--- src/hdl/rv_isa_pkg.sv ---
// RV32 ISA constants used by the branch unit
// Word and immediate widths, B-type condition codes

package rv_isa_pkg;

   ////////////////////////////////////////
   // Widths
   ////////////////////////////////////////
   localparam int XLEN  = 32;  // Data and address word
   localparam int IMM_W = 12;  // Raw I and B immediates, as decoded

   // Common word and raw immediate
   typedef logic [XLEN-1:0]  word_t;
   typedef logic [IMM_W-1:0] imm_t;

   ////////////////////////////////////////
   // B-type conditions
   ////////////////////////////////////////
   // Codes 3'b010 and 3'b011 are illegal
   typedef enum logic [2:0] {
      F3_BEQ  = 3'b000,  // Equal
      F3_BNE  = 3'b001,  // Not equal
      F3_BLT  = 3'b100,  // Less than, signed
      F3_BGE  = 3'b101,  // Greater or equal, signed
      F3_BLTU = 3'b110,  // Less than, unsigned
      F3_BGEU = 3'b111   // Greater or equal, unsigned
   } funct3_t;

   // Increment to the next sequential instruction
   localparam word_t INSTR_BYTES = word_t'(4);

endpackage

--- src/hdl/bu_pkg.sv ---
// Branch unit types
// Candidate target pair and the operand compare flags

package bu_pkg;

   ////////////////////////////////////////
   // Target addresses
   ////////////////////////////////////////
   // Both candidates, the stage picks one
   typedef struct packed {
      rv_isa_pkg::word_t taken_pc;     // PC+immB, or JALR address
      rv_isa_pkg::word_t fallthru_pc;  // PC+4
   } target_pair_t;

   ////////////////////////////////////////
   // Compare flags
   ////////////////////////////////////////
   // Equality made locally, less-than flags from ALU
   typedef struct packed {
      logic eq;           // op0 == op1
      logic lt_unsigned;  // op0 < op1 unsigned
      logic lt_signed;    // op0 < op1 signed
   } cmp_flags_t;

endpackage

--- src/hdl/bu_instr_if.sv ---
// Decoded jump/branch instruction bundle
// Fed from the top level ports, read by resolver, target calc and stage
// Clock and reset ride along for the checks in the readers

interface bu_instr_if (
   input logic clk,      // Clock
   input logic aresetn   // Async reset, active low
);

   rv_isa_pkg::word_t   pc;            // Instruction PC
   logic                is_b_type;     // B-type class
   logic                is_jalr;       // JALR only
   logic                is_j_or_jalr;  // JAL or JALR
   rv_isa_pkg::funct3_t funct3;        // Branch condition
   rv_isa_pkg::imm_t    imm_i;         // Raw I immediate
   rv_isa_pkg::imm_t    imm_b;         // Raw B immediate, halfword units
   rv_isa_pkg::word_t   op0;           // rs1 value
   rv_isa_pkg::word_t   op1;           // rs2 value
   logic                lt_unsigned;   // From ALU
   logic                lt_signed;     // From ALU

   ////////////////////////////////////////
   // Views
   ////////////////////////////////////////
   // Condition resolver
   modport resolver (
      input clk, aresetn,
      input is_b_type, is_j_or_jalr, funct3,
      input op0, op1, lt_unsigned, lt_signed
   );

   // Target calculator
   modport target (
      input clk, aresetn,
      input pc, is_b_type, is_jalr, is_j_or_jalr,
      input imm_i, imm_b, op0
   );

   // Branch stage
   modport stage (
      input pc, is_jalr, is_b_type, is_j_or_jalr
   );

endinterface

--- src/hdl/branch_cond_resolver.sv ---
// Branch condition resolver
// Decides taken/not taken for JAL, JALR and the six B-type conditions
// Purely combinational

module branch_cond_resolver (
   bu_instr_if.resolver bi,       // Decoded instruction
   output logic         o_taken   // Resolved direction
);

   bu_pkg::cmp_flags_t flags;  // Operand compare results

   ////////////////////////////////////////
   // Compare flags
   ////////////////////////////////////////
   // ALU has no equality output, compare here
   assign flags.eq          = (bi.op0 == bi.op1);
   assign flags.lt_unsigned = bi.lt_unsigned;  // ALU unsigned compare
   assign flags.lt_signed   = bi.lt_signed;    // ALU signed compare

   ////////////////////////////////////////
   // Direction
   ////////////////////////////////////////
   always_comb begin
      o_taken = 1'b0;  // Default not taken
      case ({bi.is_j_or_jalr, bi.is_b_type})
         // JAL or JALR, unconditional
         2'b10: begin
            o_taken = 1'b1;
         end
         // Conditional branch
         2'b01: begin
            case (bi.funct3)
               rv_isa_pkg::F3_BEQ:  o_taken =  flags.eq;
               rv_isa_pkg::F3_BNE:  o_taken = ~flags.eq;
               rv_isa_pkg::F3_BLT:  o_taken =  flags.lt_signed;
               rv_isa_pkg::F3_BGE:  o_taken = ~flags.lt_signed;
               rv_isa_pkg::F3_BLTU: o_taken =  flags.lt_unsigned;
               rv_isa_pkg::F3_BGEU: o_taken = ~flags.lt_unsigned;
               // Illegal code, predictor also says not taken
               default:             o_taken = 1'b0;
            endcase
         end
         // No jump/branch in the slot
         default: begin
            o_taken = 1'b0;
         end
      endcase
   end

   ////////////////////////////////////////
   // Checks
   ////////////////////////////////////////
   // Decoder must never flag both classes for one slot
   a_class_onehot : assert property (
      @(posedge bi.clk) disable iff (!bi.aresetn)
      !(bi.is_b_type && bi.is_j_or_jalr)
   ) else $error("branch_cond_resolver: B-type and jump flagged together");

endmodule

--- src/hdl/branch_target_calc.sv ---
// Branch target calculator
// Sign-extends the raw immediates and forms PC+4 and the taken target
// JALR target is op0+immI with bit 0 cleared, else PC+immB

module branch_target_calc (
   bu_instr_if.target           bi,         // Decoded instruction
   output bu_pkg::target_pair_t o_targets   // Both candidate targets
);

   localparam int EXT_W = rv_isa_pkg::XLEN - rv_isa_pkg::IMM_W;  // Sign fill

   rv_isa_pkg::word_t imm_i_sx;       // I immediate, sign-extended
   rv_isa_pkg::word_t imm_b_sx;       // B immediate, x2 and sign-extended
   rv_isa_pkg::word_t pc_plus_4;      // Sequential PC
   rv_isa_pkg::word_t pc_plus_imm_b;  // Conditional branch target
   rv_isa_pkg::word_t op0_plus_imm_i; // JALR raw sum
   rv_isa_pkg::word_t jalr_addr;      // JALR target, LSB cleared

   ////////////////////////////////////////
   // Immediates
   ////////////////////////////////////////
   assign imm_i_sx = {{EXT_W{bi.imm_i[rv_isa_pkg::IMM_W-1]}}, bi.imm_i};

   // Raw B immediate counts halfwords, shift left by one
   assign imm_b_sx = {{EXT_W{bi.imm_b[rv_isa_pkg::IMM_W-1]}},
                      bi.imm_b[rv_isa_pkg::IMM_W-2:0], 1'b0};

   ////////////////////////////////////////
   // Adders
   ////////////////////////////////////////
   assign pc_plus_4      = bi.pc + rv_isa_pkg::INSTR_BYTES;
   assign pc_plus_imm_b  = bi.pc + imm_b_sx;
   assign op0_plus_imm_i = bi.op0 + imm_i_sx;

   // Spec says drop bit 0 of the JALR sum
   assign jalr_addr = op0_plus_imm_i & ~rv_isa_pkg::word_t'(1);

   // Taken target by class
   assign o_targets.taken_pc    = bi.is_jalr ? jalr_addr : pc_plus_imm_b;
   assign o_targets.fallthru_pc = pc_plus_4;  // Also the link address

   ////////////////////////////////////////
   // Checks
   ////////////////////////////////////////
   // JALR must come marked as a jump and never as a B-type
   a_jalr_is_jump : assert property (
      @(posedge bi.clk) disable iff (!bi.aresetn)
      bi.is_jalr |-> (bi.is_j_or_jalr && !bi.is_b_type)
   ) else $error("branch_target_calc: JALR without jump class");

endmodule

--- src/hdl/branch_stage.sv ---
// Branch stage
// Picks the branch PC, registers the resolved results with stall hold
// Compares resolved vs predicted direction and raises a one-cycle flush

module branch_stage #(
   parameter rv_isa_pkg::word_t PC_INIT = '0  // Reset value of both PCs
) (
   input  logic                 clk,             // Clock
   input  logic                 aresetn,         // Async reset, active low
   input  logic                 i_stall,         // Hold all registers
   input  logic                 i_bubble,        // Empty input slot
   input  logic                 i_pred_taken,    // Fetch-stage prediction
   bu_instr_if.stage            bi,              // Decoded class flags and PC
   input  logic                 i_taken,         // From condition resolver
   input  bu_pkg::target_pair_t i_targets,       // From target calculator
   output rv_isa_pkg::word_t    o_nxt_instr_pc,  // Return address, PC+4
   output rv_isa_pkg::word_t    o_branch_pc,     // Resolved branch PC
   output logic                 o_branch_taken,  // Resolved direction
   output logic                 o_bubble,        // Bubble out
   output logic                 o_flush          // Mispredict flush
);

   rv_isa_pkg::word_t branch_pc;        // Selected branch PC
   logic              bubble;           // Outgoing bubble, unregistered
   logic              flush;            // Direction mismatch

   rv_isa_pkg::word_t nxt_instr_pc_rg;
   rv_isa_pkg::word_t branch_pc_rg;
   logic              taken_rg;         // Resolved direction
   logic              pred_taken_rg;    // Prediction for same slot
   logic              bubble_rg;
   logic              en_cmp_rg;        // Compare enable

   ////////////////////////////////////////
   // Next-stage values
   ////////////////////////////////////////
   // JAL lands on PC+4 here since fetch already followed it
   assign branch_pc = (bi.is_jalr || (bi.is_b_type && i_taken)) ?
                      i_targets.taken_pc : i_targets.fallthru_pc;

   // Only jumps write back a link, everything else leaves as bubble
   assign bubble = bi.is_j_or_jalr ? i_bubble : 1'b1;

   ////////////////////////////////////////
   // Output registers
   ////////////////////////////////////////
   always_ff @(posedge clk or negedge aresetn) begin
      if (!aresetn) begin
         nxt_instr_pc_rg <= PC_INIT;
         branch_pc_rg    <= PC_INIT;
         taken_rg        <= 1'b0;
         pred_taken_rg   <= 1'b0;
         bubble_rg       <= 1'b1;  // Empty slot out of reset
      end else if (!i_stall) begin
         nxt_instr_pc_rg <= i_targets.fallthru_pc;
         branch_pc_rg    <= branch_pc;
         taken_rg        <= i_taken;
         pred_taken_rg   <= i_pred_taken;
         bubble_rg       <= bubble;
      end
   end

   // Compare enable
   // Cleared right after a flush, even under stall, so flush is a pulse
   always_ff @(posedge clk or negedge aresetn) begin
      if (!aresetn) begin
         en_cmp_rg <= 1'b0;
      end else if (flush) begin
         en_cmp_rg <= 1'b0;
      end else if (!i_stall) begin
         en_cmp_rg <= ~i_bubble;  // Bubbled slot never compares
      end
   end

   ////////////////////////////////////////
   // Flush
   ////////////////////////////////////////
   assign flush = en_cmp_rg & (taken_rg ^ pred_taken_rg);

   // Outputs
   assign o_nxt_instr_pc = nxt_instr_pc_rg;
   assign o_branch_pc    = branch_pc_rg;
   assign o_branch_taken = taken_rg;
   assign o_bubble       = bubble_rg;
   assign o_flush        = flush;

   ////////////////////////////////////////
   // Checks
   ////////////////////////////////////////
   // Flush is a single-cycle pulse
   a_flush_pulse : assert property (
      @(posedge clk) disable iff (!aresetn)
      o_flush |=> !o_flush
   ) else $error("branch_stage: flush held for two cycles");

   // Flush only follows an accepted, non-bubbled slot
   a_flush_cause : assert property (
      @(posedge clk) disable iff (!aresetn)
      o_flush |-> $past(!i_stall && !i_bubble)
   ) else $error("branch_stage: flush without a compared slot");

endmodule

--- src/hdl/exu_branch_unit.sv ---
// Execution unit branch-resolution stage, top level
// Packs the decoded jump/branch ports into the instruction bundle
// Resolver and target calc feed the registered branch stage

module exu_branch_unit #(
   parameter rv_isa_pkg::word_t PC_INIT = '0  // Reset PC for both PC outputs
) (
   input  logic              clk,                // Clock
   input  logic              aresetn,            // Async reset, active low
   input  logic              i_stall,            // Stall, holds outputs
   input  logic              i_bubble,           // Empty input slot
   input  rv_isa_pkg::word_t i_pc,               // Instruction PC
   input  logic              i_is_b_type,        // B-type class
   input  logic              i_is_jalr,          // JALR
   input  logic              i_is_j_or_jalr,     // JAL or JALR
   input  logic [2:0]        i_funct3,           // Branch funct3
   input  rv_isa_pkg::imm_t  i_imm_i,            // Raw I immediate
   input  rv_isa_pkg::imm_t  i_imm_b,            // Raw B immediate
   input  rv_isa_pkg::word_t i_op0,              // rs1
   input  rv_isa_pkg::word_t i_op1,              // rs2
   input  logic              i_op0_lt_op1,       // ALU unsigned less-than
   input  logic              i_sign_op0_lt_op1,  // ALU signed less-than
   input  logic              i_pred_taken,       // Fetch-stage prediction
   output rv_isa_pkg::word_t o_nxt_instr_pc,     // PC+4, link address
   output rv_isa_pkg::word_t o_branch_pc,        // Resolved branch PC
   output logic              o_branch_taken,     // Resolved direction
   output logic              o_bubble,           // Bubble out
   output logic              o_flush             // Mispredict flush
);

   logic                 taken;    // Resolver -> stage
   bu_pkg::target_pair_t targets;  // Target calc -> stage

   ////////////////////////////////////////
   // Instruction bundle
   ////////////////////////////////////////
   bu_instr_if u_instr_if (
      .clk     (clk),
      .aresetn (aresetn)
   );

   assign u_instr_if.pc           = i_pc;
   assign u_instr_if.is_b_type    = i_is_b_type;
   assign u_instr_if.is_jalr      = i_is_jalr;
   assign u_instr_if.is_j_or_jalr = i_is_j_or_jalr;
   assign u_instr_if.funct3       = rv_isa_pkg::funct3_t'(i_funct3);  // Raw code, may be illegal
   assign u_instr_if.imm_i        = i_imm_i;
   assign u_instr_if.imm_b        = i_imm_b;
   assign u_instr_if.op0          = i_op0;
   assign u_instr_if.op1          = i_op1;
   assign u_instr_if.lt_unsigned  = i_op0_lt_op1;
   assign u_instr_if.lt_signed    = i_sign_op0_lt_op1;

   ////////////////////////////////////////
   // Datapath
   ////////////////////////////////////////
   branch_cond_resolver u_branch_cond_resolver (
      .bi      (u_instr_if),
      .o_taken (taken)
   );

   branch_target_calc u_branch_target_calc (
      .bi        (u_instr_if),
      .o_targets (targets)
   );

   branch_stage #(
      .PC_INIT (PC_INIT)
   ) u_branch_stage (
      .clk            (clk),
      .aresetn        (aresetn),
      .i_stall        (i_stall),
      .i_bubble       (i_bubble),
      .i_pred_taken   (i_pred_taken),
      .bi             (u_instr_if),
      .i_taken        (taken),
      .i_targets      (targets),
      .o_nxt_instr_pc (o_nxt_instr_pc),
      .o_branch_pc    (o_branch_pc),
      .o_branch_taken (o_branch_taken),
      .o_bubble       (o_bubble),
      .o_flush        (o_flush)
   );

endmodule

--- config.mk ---
export PLATFORM = sky130hd
export DESIGN_NAME = exu_branch_unit
export DESIGN_NICKNAME = d
export VERILOG_FILES = /design/src/hdl/rv_isa_pkg.sv /design/src/hdl/bu_pkg.sv /design/src/hdl/bu_instr_if.sv /design/src/hdl/branch_cond_resolver.sv /design/src/hdl/branch_target_calc.sv /design/src/hdl/branch_stage.sv /design/src/hdl/exu_branch_unit.sv
export SDC_FILE = /design/constraint.sdc
export NUM_CORES = 1
export LEC_CHECK = 0
export BUFFER_PORTS_ARGS = -buffer_cell sky130_fd_sc_hd__buf_4
export CAP_MARGIN = 25
export CORE_UTILIZATION = 49
export DETAILED_ROUTE_END_ITERATION = 8
export PLACE_DENSITY = 0.86
export SYNTH_ARGS = -nofsm -noshare
export SYNTH_HDL_FRONTEND = slang
export SYNTH_SLANG_ARGS = --single-unit
--- constraint.sdc ---
create_clock -name clk -period 0.8 [get_ports clk]
set_input_delay 0 -clock clk [delete_from_list [all_inputs] [get_ports clk]]
set_output_delay 0 -clock clk [all_outputs]
set_load 0.01 [all_outputs]
==> Flow_metrics.wiki, run 1 <==
{| class="wikitable"
! Metric !! Value
|-
| Ranking of synthesized cells by area || dfrtp_1 23%, ha_1 11%, xnor2_1 9.4%
|-
| Largest net degree at the start of global routing || 37
|-
| Number of I/O pins || 200
|-
| Async set or reset register ratio after synthesis || 100%
|-
| Yosys warns || 0
|-
| GRT Residual Overflow || 17
|-
| Overall fraction of global-route tracks in use || a little under 80%
|-
| Number of distinct library cell variants in the gate-level netlist after synthesis || 69
|-
| FF+latch count, synth || 68
|-
| Half-perimeter wire length of the detailed placement result || about 23 mm
|-
| Clock buffers created by TritonCTS || 9
|-
| First-pass GRT wire length || 86.8 mm
|-
| Synth top area share || 23.3%
|-
| Library cell used as clock root buffer || clkbuf_16
|-
| Gpl congestion || ~0.96
|-
| Number of synthesized flops with an enable pin || 0
|-
| Status || did not finish
|-
| Core Rows || 43
|-
| Floorplan die height || 123 µm
|-
| Synthesized instance count || 888
|-
| Die Span X || 123 µm
|-
| Number of port buffers || 199
|-
| Stage at which the run stopped || global routing (5_1_grt)
|-
| Part of the Yosys area used for sequential elements || about a quarter
|-
| Effective utilization at floorplan || roughly 51%
|-
| Nets in the synthesized netlist || 1086
|-
| H-tree level count || 3
|-
| Num Clock Sinks || 68
|-
| Synthesized area per cell || roughly 8.1 µm²
|-
| Netlist Area Pre-Place || 7210 µm²
|-
| First error line in the log || [ERROR GRT-0116] Global routing finished with congestion. Check the congestion regions in the DRC Viewer.
|-
| Biggest area consumer among synthesized cells || dfrtp_1
|-
| Most instantiated flip-flop cell in the synthesis netlist || dfrtp_1
|-
| Number of buffers between clock root and the deepest sink || 2
|-
| Via count of the first global-routing pass || approximately 14000
|}
-- stage by stage --
step / util, % / cell area [µm²] / std cells / TNS, ps / setup WS [ps]
2_1_floorplan: - / 7820 / 888 / -36870 / -1280
3_5_place_dp: 80.9 / 11400 / 1504 / -65960 / -1570
4_1_cts: 96.0 / 13500 / 1567 / -49810 / -1150
3_3_place_gp: 80.9 / 11400 / 1504 / -62630 / -1550
-- synth_stat cells (4+ instances only) --
master	n
dfrtp_1	67
nor3_1	15
nor4_1	4
and3_1	11
xor2_1	36
xnor2_1	77
mux2_2	25
or3_1	6
a211oi_1	11
a21o_1	33
nand2b_1	12
mux2i_1	12
a31oi_1	15
nand2_1	92
a21oi_1	86
o21ai_1	7
o21a_1	5
and2_1	4
inv_1	27
nand4_1	20
buf_2	7
o21ai_0	64
clkbuf_1	28
nand3_1	25
ha_1	63
o21bai_1	7
o211ai_1	5
nor2_1	62
-- what timing repair did --
item | in CTS
pin swaps | 71
hold buffers | 5
setup endpoints to repair | 126
resized for setup | 282
gates cloned | 3
buffers inserted | 44
endpoints found under the hold margin | 73
-- cell families after synthesis --
kind of cell | after synthesis | synth area share [%]
fa+ha+maj | 65 | 11.5
mux | 38 | 5.73
buf+inv | 62 | 3.35
compound gates | 276 | 24.7
flops | 68 | 23.6
xor+xnor | 113 | 13.7
simple gates | 266 | 17.4
-- layer usage --
metal | global-route usage, % | overflow
met5 | 29.9 | 0
met4 | 78.5 | 9
met3 | 68.1 | 0
met2 | 93.9 | 8
met1 | 76.5 | 0
==> run 2: changes to the inputs <==
Settings changed: CORE_UTILIZATION 49 to 40, PLACE_DENSITY 0.86 to not set, PLACE_DENSITY_LB_ADDON set to 0.15.
Clock period 0.8 ns to 1 ns, I/O delays scaled along.
==> Flow_metrics.wiki, run 2 <==
{| class="wikitable"
! Metric !! Value
|-
| Violations in the final reports || setup timing
|-
| Unrepaired setup endpoints after global routing || true
|-
| Post-route minimum period || ~2000 ps
|-
| Count of maximum capacitance violations || 0
|-
| Layout Area Growth over Synthesis || 89.9%
|-
| Leakage power summed over all cells || between 6 and 7 nW
|-
| Pre-CTS WS || -1400 ps
|-
| Post-route cell area || 13700 µm²
|-
| Sum Neg Setup Slack || -36480 ps
|-
| Simple-gate portion of the synthesized area || 17.4%
|-
| Worst rel slew slack || a little over two thirds
|-
| Reg clk slew, reported paths || 60 ps
|-
| Synthesized area per cell || 8.12 µm²
|-
| Clock buffers created by TritonCTS || 9
|-
| Arr. time, crit path || approximately 2200 ps
|-
| Core Rows || 48
|-
| Largest net degree at the start of global routing || 33
|-
| Number of synthesized flops with an enable pin || 0
|-
| Worst setup margin || -1020 ps
|-
| Library cell used as clock root buffer || clkbuf_16
|-
| GRT Residual Overflow || 0
|-
| Worst-case reg-to-reg path depth || 4
|-
| Effective utilization at floorplan || roughly two fifths
|-
| Detailed-routing iteration count for the pre-antenna-repair pass || 5
|-
| Routed wirelength normalized by instance count || 18.9 µm
|-
| Hold_ws || roughly 16 ps
|-
| Number of failing hold endpoints at the final stage || 0
|-
| Post-synthesis share of cell area spent on xor and xnor gates || 13.7%
|-
| Largest fanout on the critical path || 12
|-
| Yosys warns || 0
|-
| Count of final setup violators || 56
|-
| Number of I/O pins || 200
|-
| Cell with the most instances after synthesis || nand2_1
|-
| Synth top area share || 23.3%
|-
| Ranking of synthesized cells by area || dfrtp_1 23%, ha_1 11%, xnor2_1 9.4%
|-
| Worst reg2reg setup slack || 10 ps
|-
| Slew at the pin with the worst max-slew slack || 431 ps
|-
| Worst setup SP type || input pin
|-
| Category of the worst setup path capture point || flip-flop
|-
| Post-synthesis compound-gate area fraction || between 20% and 30%
|-
| Overall fraction of global-route tracks in use || 30.0%
|-
| Worst hold start || i_pc[1]
|-
| Post-Place Cell Area || 11400 µm²
|-
| Adder-cell area share of the yosys netlist || between 10% and 20%
|-
| Number of distinct library cell variants in the gate-level netlist after synthesis || 69
|-
| Commonest cells after routing, fill and taps aside || 440 x buf_4, 79 x nand2_1, 67 x dfrtp_1
|-
| Final design utilization || 78.3%
|-
| Portion of the clock cycle consumed by the worst path in the final layout || 202%
|-
| Number of port buffers || between 150 and 200
|-
| Antenna violations before repair || 0
|-
| Required time reported for the critical path endpoint || 1210 ps
|-
| Combinational family with the most area after synthesis || compound AO/OA/AOI/OAI gates
|-
| Gpl congestion || 0.873
|-
| Mux share of post-synthesis cell area || ~5.7%
|-
| Synthesized instance count || 888
|-
| Hold endpoint || u_branch_stage.o_nxt_instr_pc[1]
|-
| Fraction of layout cells with a size suffix above 1 || 56.7%
|-
| Half-perimeter wire length of the detailed placement result || 20.8 mm
|-
| Ratio of routed vias to standard cells || 5.58
|-
| DRC Markers || 0
|-
| Total core area || approximately 17000 µm²
|-
| Violation count after the first detailed-route iteration || roughly 520
|-
| Number of buffers between clock root and the deepest sink || 2
|-
| Status || complete, but fails checks
|-
| Antenna diode count || 0
|-
| Commonest non-fill, non-tap cell in the layout || buf_4
|-
| Part of the Yosys area used for sequential elements || a little under a quarter
|-
| Total power density per cell area || approximately 1000 nW/µm²
|-
| Min-Delay Path Depth || 3
|-
| Critical path type || input pin to flip-flop
|-
| Async set or reset register ratio after synthesis || between 90% and 100%
|-
| Startpoint of the most critical register-to-register path || u_branch_stage.pred_taken_rg
|-
| Post-DRT Antenna Nets || 0
|-
| Clock insertion delay at the later pin of the skew report || 340 ps
|-
| Final Max Slew Viols || 0
|-
| DRT Wirelength || 30.3 mm
|-
| End of the worst register-to-register path || u_branch_stage.en_cmp_rg
|-
| Floorplan die height || roughly 140 µm
|-
| Netlist Area Pre-Place || 7210 µm²
|-
| Ranking of synthesized cells by instance count || 92 x nand2_1, 86 x a21oi_1, 77 x xnor2_1, 67 x dfrtp_1, 64 x o21ai_0
|-
| Setup Skew || 0.200 ps
|-
| Detailed-route via count || 8943
|-
| Hold/Removal Path Class || input pin to flip-flop
|-
| Clock tree from TritonCTS || done
|-
| FF+latch count, synth || between 60 and 70
|-
| Nets in the synthesized netlist || 1086
|-
| Most instantiated flip-flop cell in the synthesis netlist || dfrtp_1
|-
| Nets || 1572
|-
| Peak ir drop on the vdd network || 0.956 mV
|-
| Biggest area consumer among synthesized cells || dfrtp_1
|-
| Via count of the first global-routing pass || 8776
|-
| First-pass GRT wire length || 43.0 mm
|-
| Num Clock Sinks || 68
|-
| Floorplan die area || approximately 19000 µm²
|-
| H-tree level count || 3
|-
| Maximum clock rate || 495 MHz
|-
| Die Span X || between 100 and 150 µm
|}
run 2: cell counts after synthesis:
No cell type changed its count.
run 2: stage by stage:
stage | std cells | power [mW]
2_1_floorplan | 888 | 6.40
3_3_place_gp | 1544 | 9.35
3_5_place_dp | 1544 | 9.42
4_1_cts | 1588 | 13.3
5_1_grt | 1604 | 14.5
6_report | 1604 | 13.8
run 2: logic make-up after synthesis:
logic type | after synthesis
buf+inv | 62
mux | 38
compound gates | 276
fa+ha+maj | 65
xor+xnor | 113
flops | 68
simple gates | 266
run 2: critical path, cell delays in order:
cell and delay (ps):
buf_6 140, buf_4 180, ha_1 300, a21o_1 180, a21o_1 170, a21o_1 190, nand2_1 70, a21oi_1 110
o32ai_1 360, nor3_1 120, o21ai_0 270, o211ai_1 130
run 2: final cells by class:
type	count	area, µm²
Tap cell	225	282
Clock inverter	6	65.1
Fill cell	1127	3780
Multi-Input combinational cell	758	7110
Sequential cell	68	1700
Timing Repair Buffer	510	4210
Inverter	27	101
Clock buffer	10	229
run 2: timing repair:
item                                    CTS  global route
cloned                                    2             0
endpoints found under the hold margin    72             0
gates resized for setup                 197           108
endpoints found under the setup margin   55            61
setup buffers                            28            20
hold buffers                              5             0
pin swaps                               101            78
run 2: per-layer routing:
| layer | vias to the layer above | global-route usage, % | part of all wire [%] |
|---|---|---|---|
| met5 | - | 0 | 0 |
| met4 | 0 | 11.2 | 4.8 |
| met3 | 99 | 4.74 | 5.2 |
| met2 | 322 | 53.9 | 51 |
| met1 | 4325 | 35.5 | 39 |
| li1 | 4197 | - | - |
run 2: worst max path at each step:
stage / endpoint / slack [ps] / startpoint / cells after the start
after floorplan: u_branch_stage.o_branch_pc[20] / -1080 / i_imm_i[5] / 10
after global placement: u_branch_stage.o_branch_pc[31] / -1350 / i_imm_b[11] / 11
after detailed placement: u_branch_stage.o_branch_pc[26] / -1400 / i_imm_i[5] / 12
after CTS: u_branch_stage.o_branch_pc[26] / -960 / i_imm_i[5] / 12
after global routing: u_branch_stage.o_branch_pc[31] / -1130 / i_imm_i[11] / 12
final: u_branch_stage.o_branch_pc[31] / -1020 / i_imm_i[11] / 12
run 2: power breakdown:
part	internal [mW]	switching, mW	total [mW]	leakage, nW
sequential	3.11	0.283	3.40	0.797
clock	1.93	1.30	3.23	0.142
combinational	3.79	3.43	7.22	5.36
total	8.83	5.02	13.8	6.30
(Power assumes the default switching activity.)
==> run 3: changes to the inputs <==
Settings changed: CTS_CLUSTER_SIZE set to 12, SETUP_SLACK_MARGIN set to 0.02.
==> Flow_metrics.wiki, run 3 (synthesis gave the netlist of run 2 again) <==
{| class="wikitable"
! Metric !! Value
|-
| Final Max Slew Viols || 0
|-
| Worst-case reg-to-reg path depth || 4
|-
| Commonest non-fill, non-tap cell in the layout || buf_4
|-
| Gate power share || a little over half
|-
| Number of buffers between clock root and the deepest sink || 2
|-
| Clock insertion delay at the later pin of the skew report || 340 ps
|-
| Worst setup SP type || input pin
|-
| Library cell used as clock root buffer || clkbuf_16
|-
| Commonest cells after routing, fill and taps aside || 434 x buf_4, 79 x nand2_1, 67 x dfrtp_1
|-
| Antenna violations before repair || 0
|-
| Hold_ws || 25.1 ps
|-
| Detailed-route via count || 8785
|-
| Gpl congestion || 0.902
|-
| DRT Wirelength || 29.8 mm
|-
| Total power density per cell area || approximately 1000 nW/µm²
|-
| Via count of the first global-routing pass || 8898
|-
| Kind of cell with the highest combined delay on the critical path || compound AO/OA/AOI/OAI gates
|-
| Category of the worst setup path capture point || flip-flop
|-
| Sequence of cells on the critical path || buf_6, ha_4, buf_4, a21oi_2, o211ai_2, a41oi_4, a2111oi_4, buf_4, o31ai_2, o21ai_1, xnor2_1, mux2i_1, a221o_1
|-
| Startpoint of the most critical register-to-register path || u_branch_stage.o_branch_taken
|-
| Nets || 1583
|-
| Max stage delay on crit path || between 300 and 400 ps
|-
| Count of final setup violators || 59
|-
| Pre-CTS WS || -1450 ps
|-
| Maximum clock rate || between 400 and 500 MHz
|-
| Layout Area Growth over Synthesis || 92.1%
|-
| Arr. time, crit path || 2250 ps
|-
| Slowest stage cell, crit path || a221o_1
|-
| Detailed-routing iteration count for the pre-antenna-repair pass || 5
|-
| Post-route minimum period || 2030 ps
|-
| Floorplan die area || 18600 µm²
|-
| Worst reg2reg setup slack || -50 ps
|-
| Violations in the final reports || setup timing
|-
| Number of I/O pins || 200
|-
| Cell-internal power || 8.75 mW
|-
| Status || complete, but fails checks
|-
| Clock buffers created by TritonCTS || 9
|-
| Final non-filler cell total || 1615
|-
| Sum Neg Setup Slack || -38700 ps
|-
| DRC Markers || 0
|-
| Reg clk slew, reported paths || about 60 ps
|-
| Switching power summed over all nets || 5.05 mW
|-
| Number of failing hold endpoints at the final stage || 0
|-
| Unrepaired setup endpoints after global routing || true
|-
| First-pass GRT wire length || 43.8 mm
|-
| Tot Pwr || around 14 mW
|-
| Largest fanout on the critical path || 3
|-
| Hold/Removal Path Class || input pin to flip-flop
|-
| Critical path type || input pin to flip-flop
|-
| Num Clock Sinks || 68
|-
| Cell mode on critical path || buf_4
|-
| Required time reported for the critical path endpoint || 1220 ps
|-
| Core Rows || 48
|-
| Setup Skew || 5.34 ps
|-
| Fraction of layout cells with a size suffix above 1 || between 50% and 60%
|-
| Floorplan die height || around 140 µm
|-
| Antenna diode count || 0
|-
| Worst setup margin || -1030 ps
|-
| Largest net degree at the start of global routing || 31
|-
| Worst rel slew slack || 63.6%
|-
| Ratio of routed vias to standard cells || 5.44
|-
| Sequential share of power || between 20 and 25%
|-
| Overall fraction of global-route tracks in use || 30.3%
|-
| Half-perimeter wire length of the detailed placement result || 20.9 mm
|-
| Count of maximum capacitance violations || 0
|-
| Number of port buffers || slightly below 200
|-
| Die Span X || 136 µm
|-
| Clock tree from TritonCTS || done
|-
| Setup crit start || i_pc[5]
|-
| Cells after DPL || between 1500 and 2000
|-
| Routed wirelength normalized by instance count || ~18 µm
|-
| Leakage power summed over all cells || 6.39 nW
|-
| H-tree level count || 3
|-
| Filler instances || around 1100
|-
| Fraction of power consumed by the clock network || around 22%
|-
| GRT Residual Overflow || 0
|-
| Violation count after the first detailed-route iteration || ~450
|-
| Total core area || about 17000 µm²
|-
| Sum of buffers and inverters on the critical path || 3
|-
| Effective utilization at floorplan || 41.3%
|-
| Post-DRT Antenna Nets || 0
|-
| Critical Path Stages || 13
|-
| Peak ir drop on the vdd network || about 0.9 mV
|-
| Slew at the pin with the worst max-slew slack || 541 ps
|-
| Destination of the critical timing path || u_branch_stage.o_branch_pc[26]
|-
| Portion of the clock cycle consumed by the worst path in the final layout || 203%
|-
| End of the worst register-to-register path || u_branch_stage.en_cmp_rg
|-
| Sw Share || a little over a third
|}
==> run 3: changes by cell type in the layout (fill, tap and decap cells not counted), moves of 4 or more <==
| cell | previous run | this run |
|---|---|---|
| buf_8 | 16 | 12 |
| buf_4 | 440 | 434 |
| nand3_4 | 8 | 4 |
| xnor2_4 | 15 | 10 |
| buf_6 | 42 | 59 |
| xnor2_2 | 16 | 24 |
==> run 3: how the worst min path moves through the flow <==
stage,to,slack (ps),start,cells past startpoint
3_3_place_gp,u_branch_stage.o_nxt_instr_pc[5],-40,aresetn,1
5_1_grt,u_branch_stage.o_branch_pc[21],40,i_is_jalr,3
2_1_floorplan,u_branch_stage.en_cmp_rg,-300,aresetn,0
3_5_place_dp,u_branch_stage.o_nxt_instr_pc[2],-40,aresetn,1
6_report,u_branch_stage.o_nxt_instr_pc[31],30,i_pc[31],3
4_1_cts,u_branch_stage.o_branch_pc[21],30,i_is_jalr,3
==> run 3: layout make-up <==
cell class | count | area (µm²) | share of cell area [%]
Multi-Input combinational cell | 758 | 7110 | 51.4
Timing Repair Buffer | 521 | 4370 | 31.6
Sequential cell | 68 | 1700 | 12.3
Tap cell | 225 | 282 | 2.03
Clock buffer | 10 | 239 | 1.73
Inverter | 27 | 101 | 0.732
Clock inverter | 6 | 40.0 | 0.289
==> run 3: worst min-delay path, cell delays in order <==
cell and delay [ps]:
buf_4 110, xor2_2 80, o21ai_1 130
==> run 3: timing repair <==
item                                    CTS  global route
resized for setup                       214           103
buffers inserted                         40            28
hold endpoints to repair                 75             0
gates cloned                              1             0
pin swaps                               122            85
endpoints found under the setup margin   55            61
hold buffers                              6             0
==> run 3: routing by layer <==
metal | wire [µm] | GRT usage [%] | vias to the layer above
li1 | - | - | 4216
met1 | 12000 | 36.3 | 4240
met2 | 15400 | 54.9 | 264
met3 | 1320 | 3.73 | 65
met4 | 971 | 10.9 | 0
met5 | 0 | 0 | -
==> run 3: stage by stage <==
step	utilization (%)	cell area, µm²
after floorplan	-	7780
final	79.2	13800
after global placement	65.4	11400
after CTS	75.2	13200
after detailed placement	65.4	11400
after global routing	79.2	13800
==> run 3: power by group through the flow <==
stage	Clock, mW	Combinational (mW)	Sequential [mW]
after floorplan	0	2.89	3.51
after global placement	0	5.96	3.40
after detailed placement	0	6.04	3.40
after CTS	3.10	6.77	3.36
after global routing	3.20	7.85	3.42
final	3.08	7.34	3.39
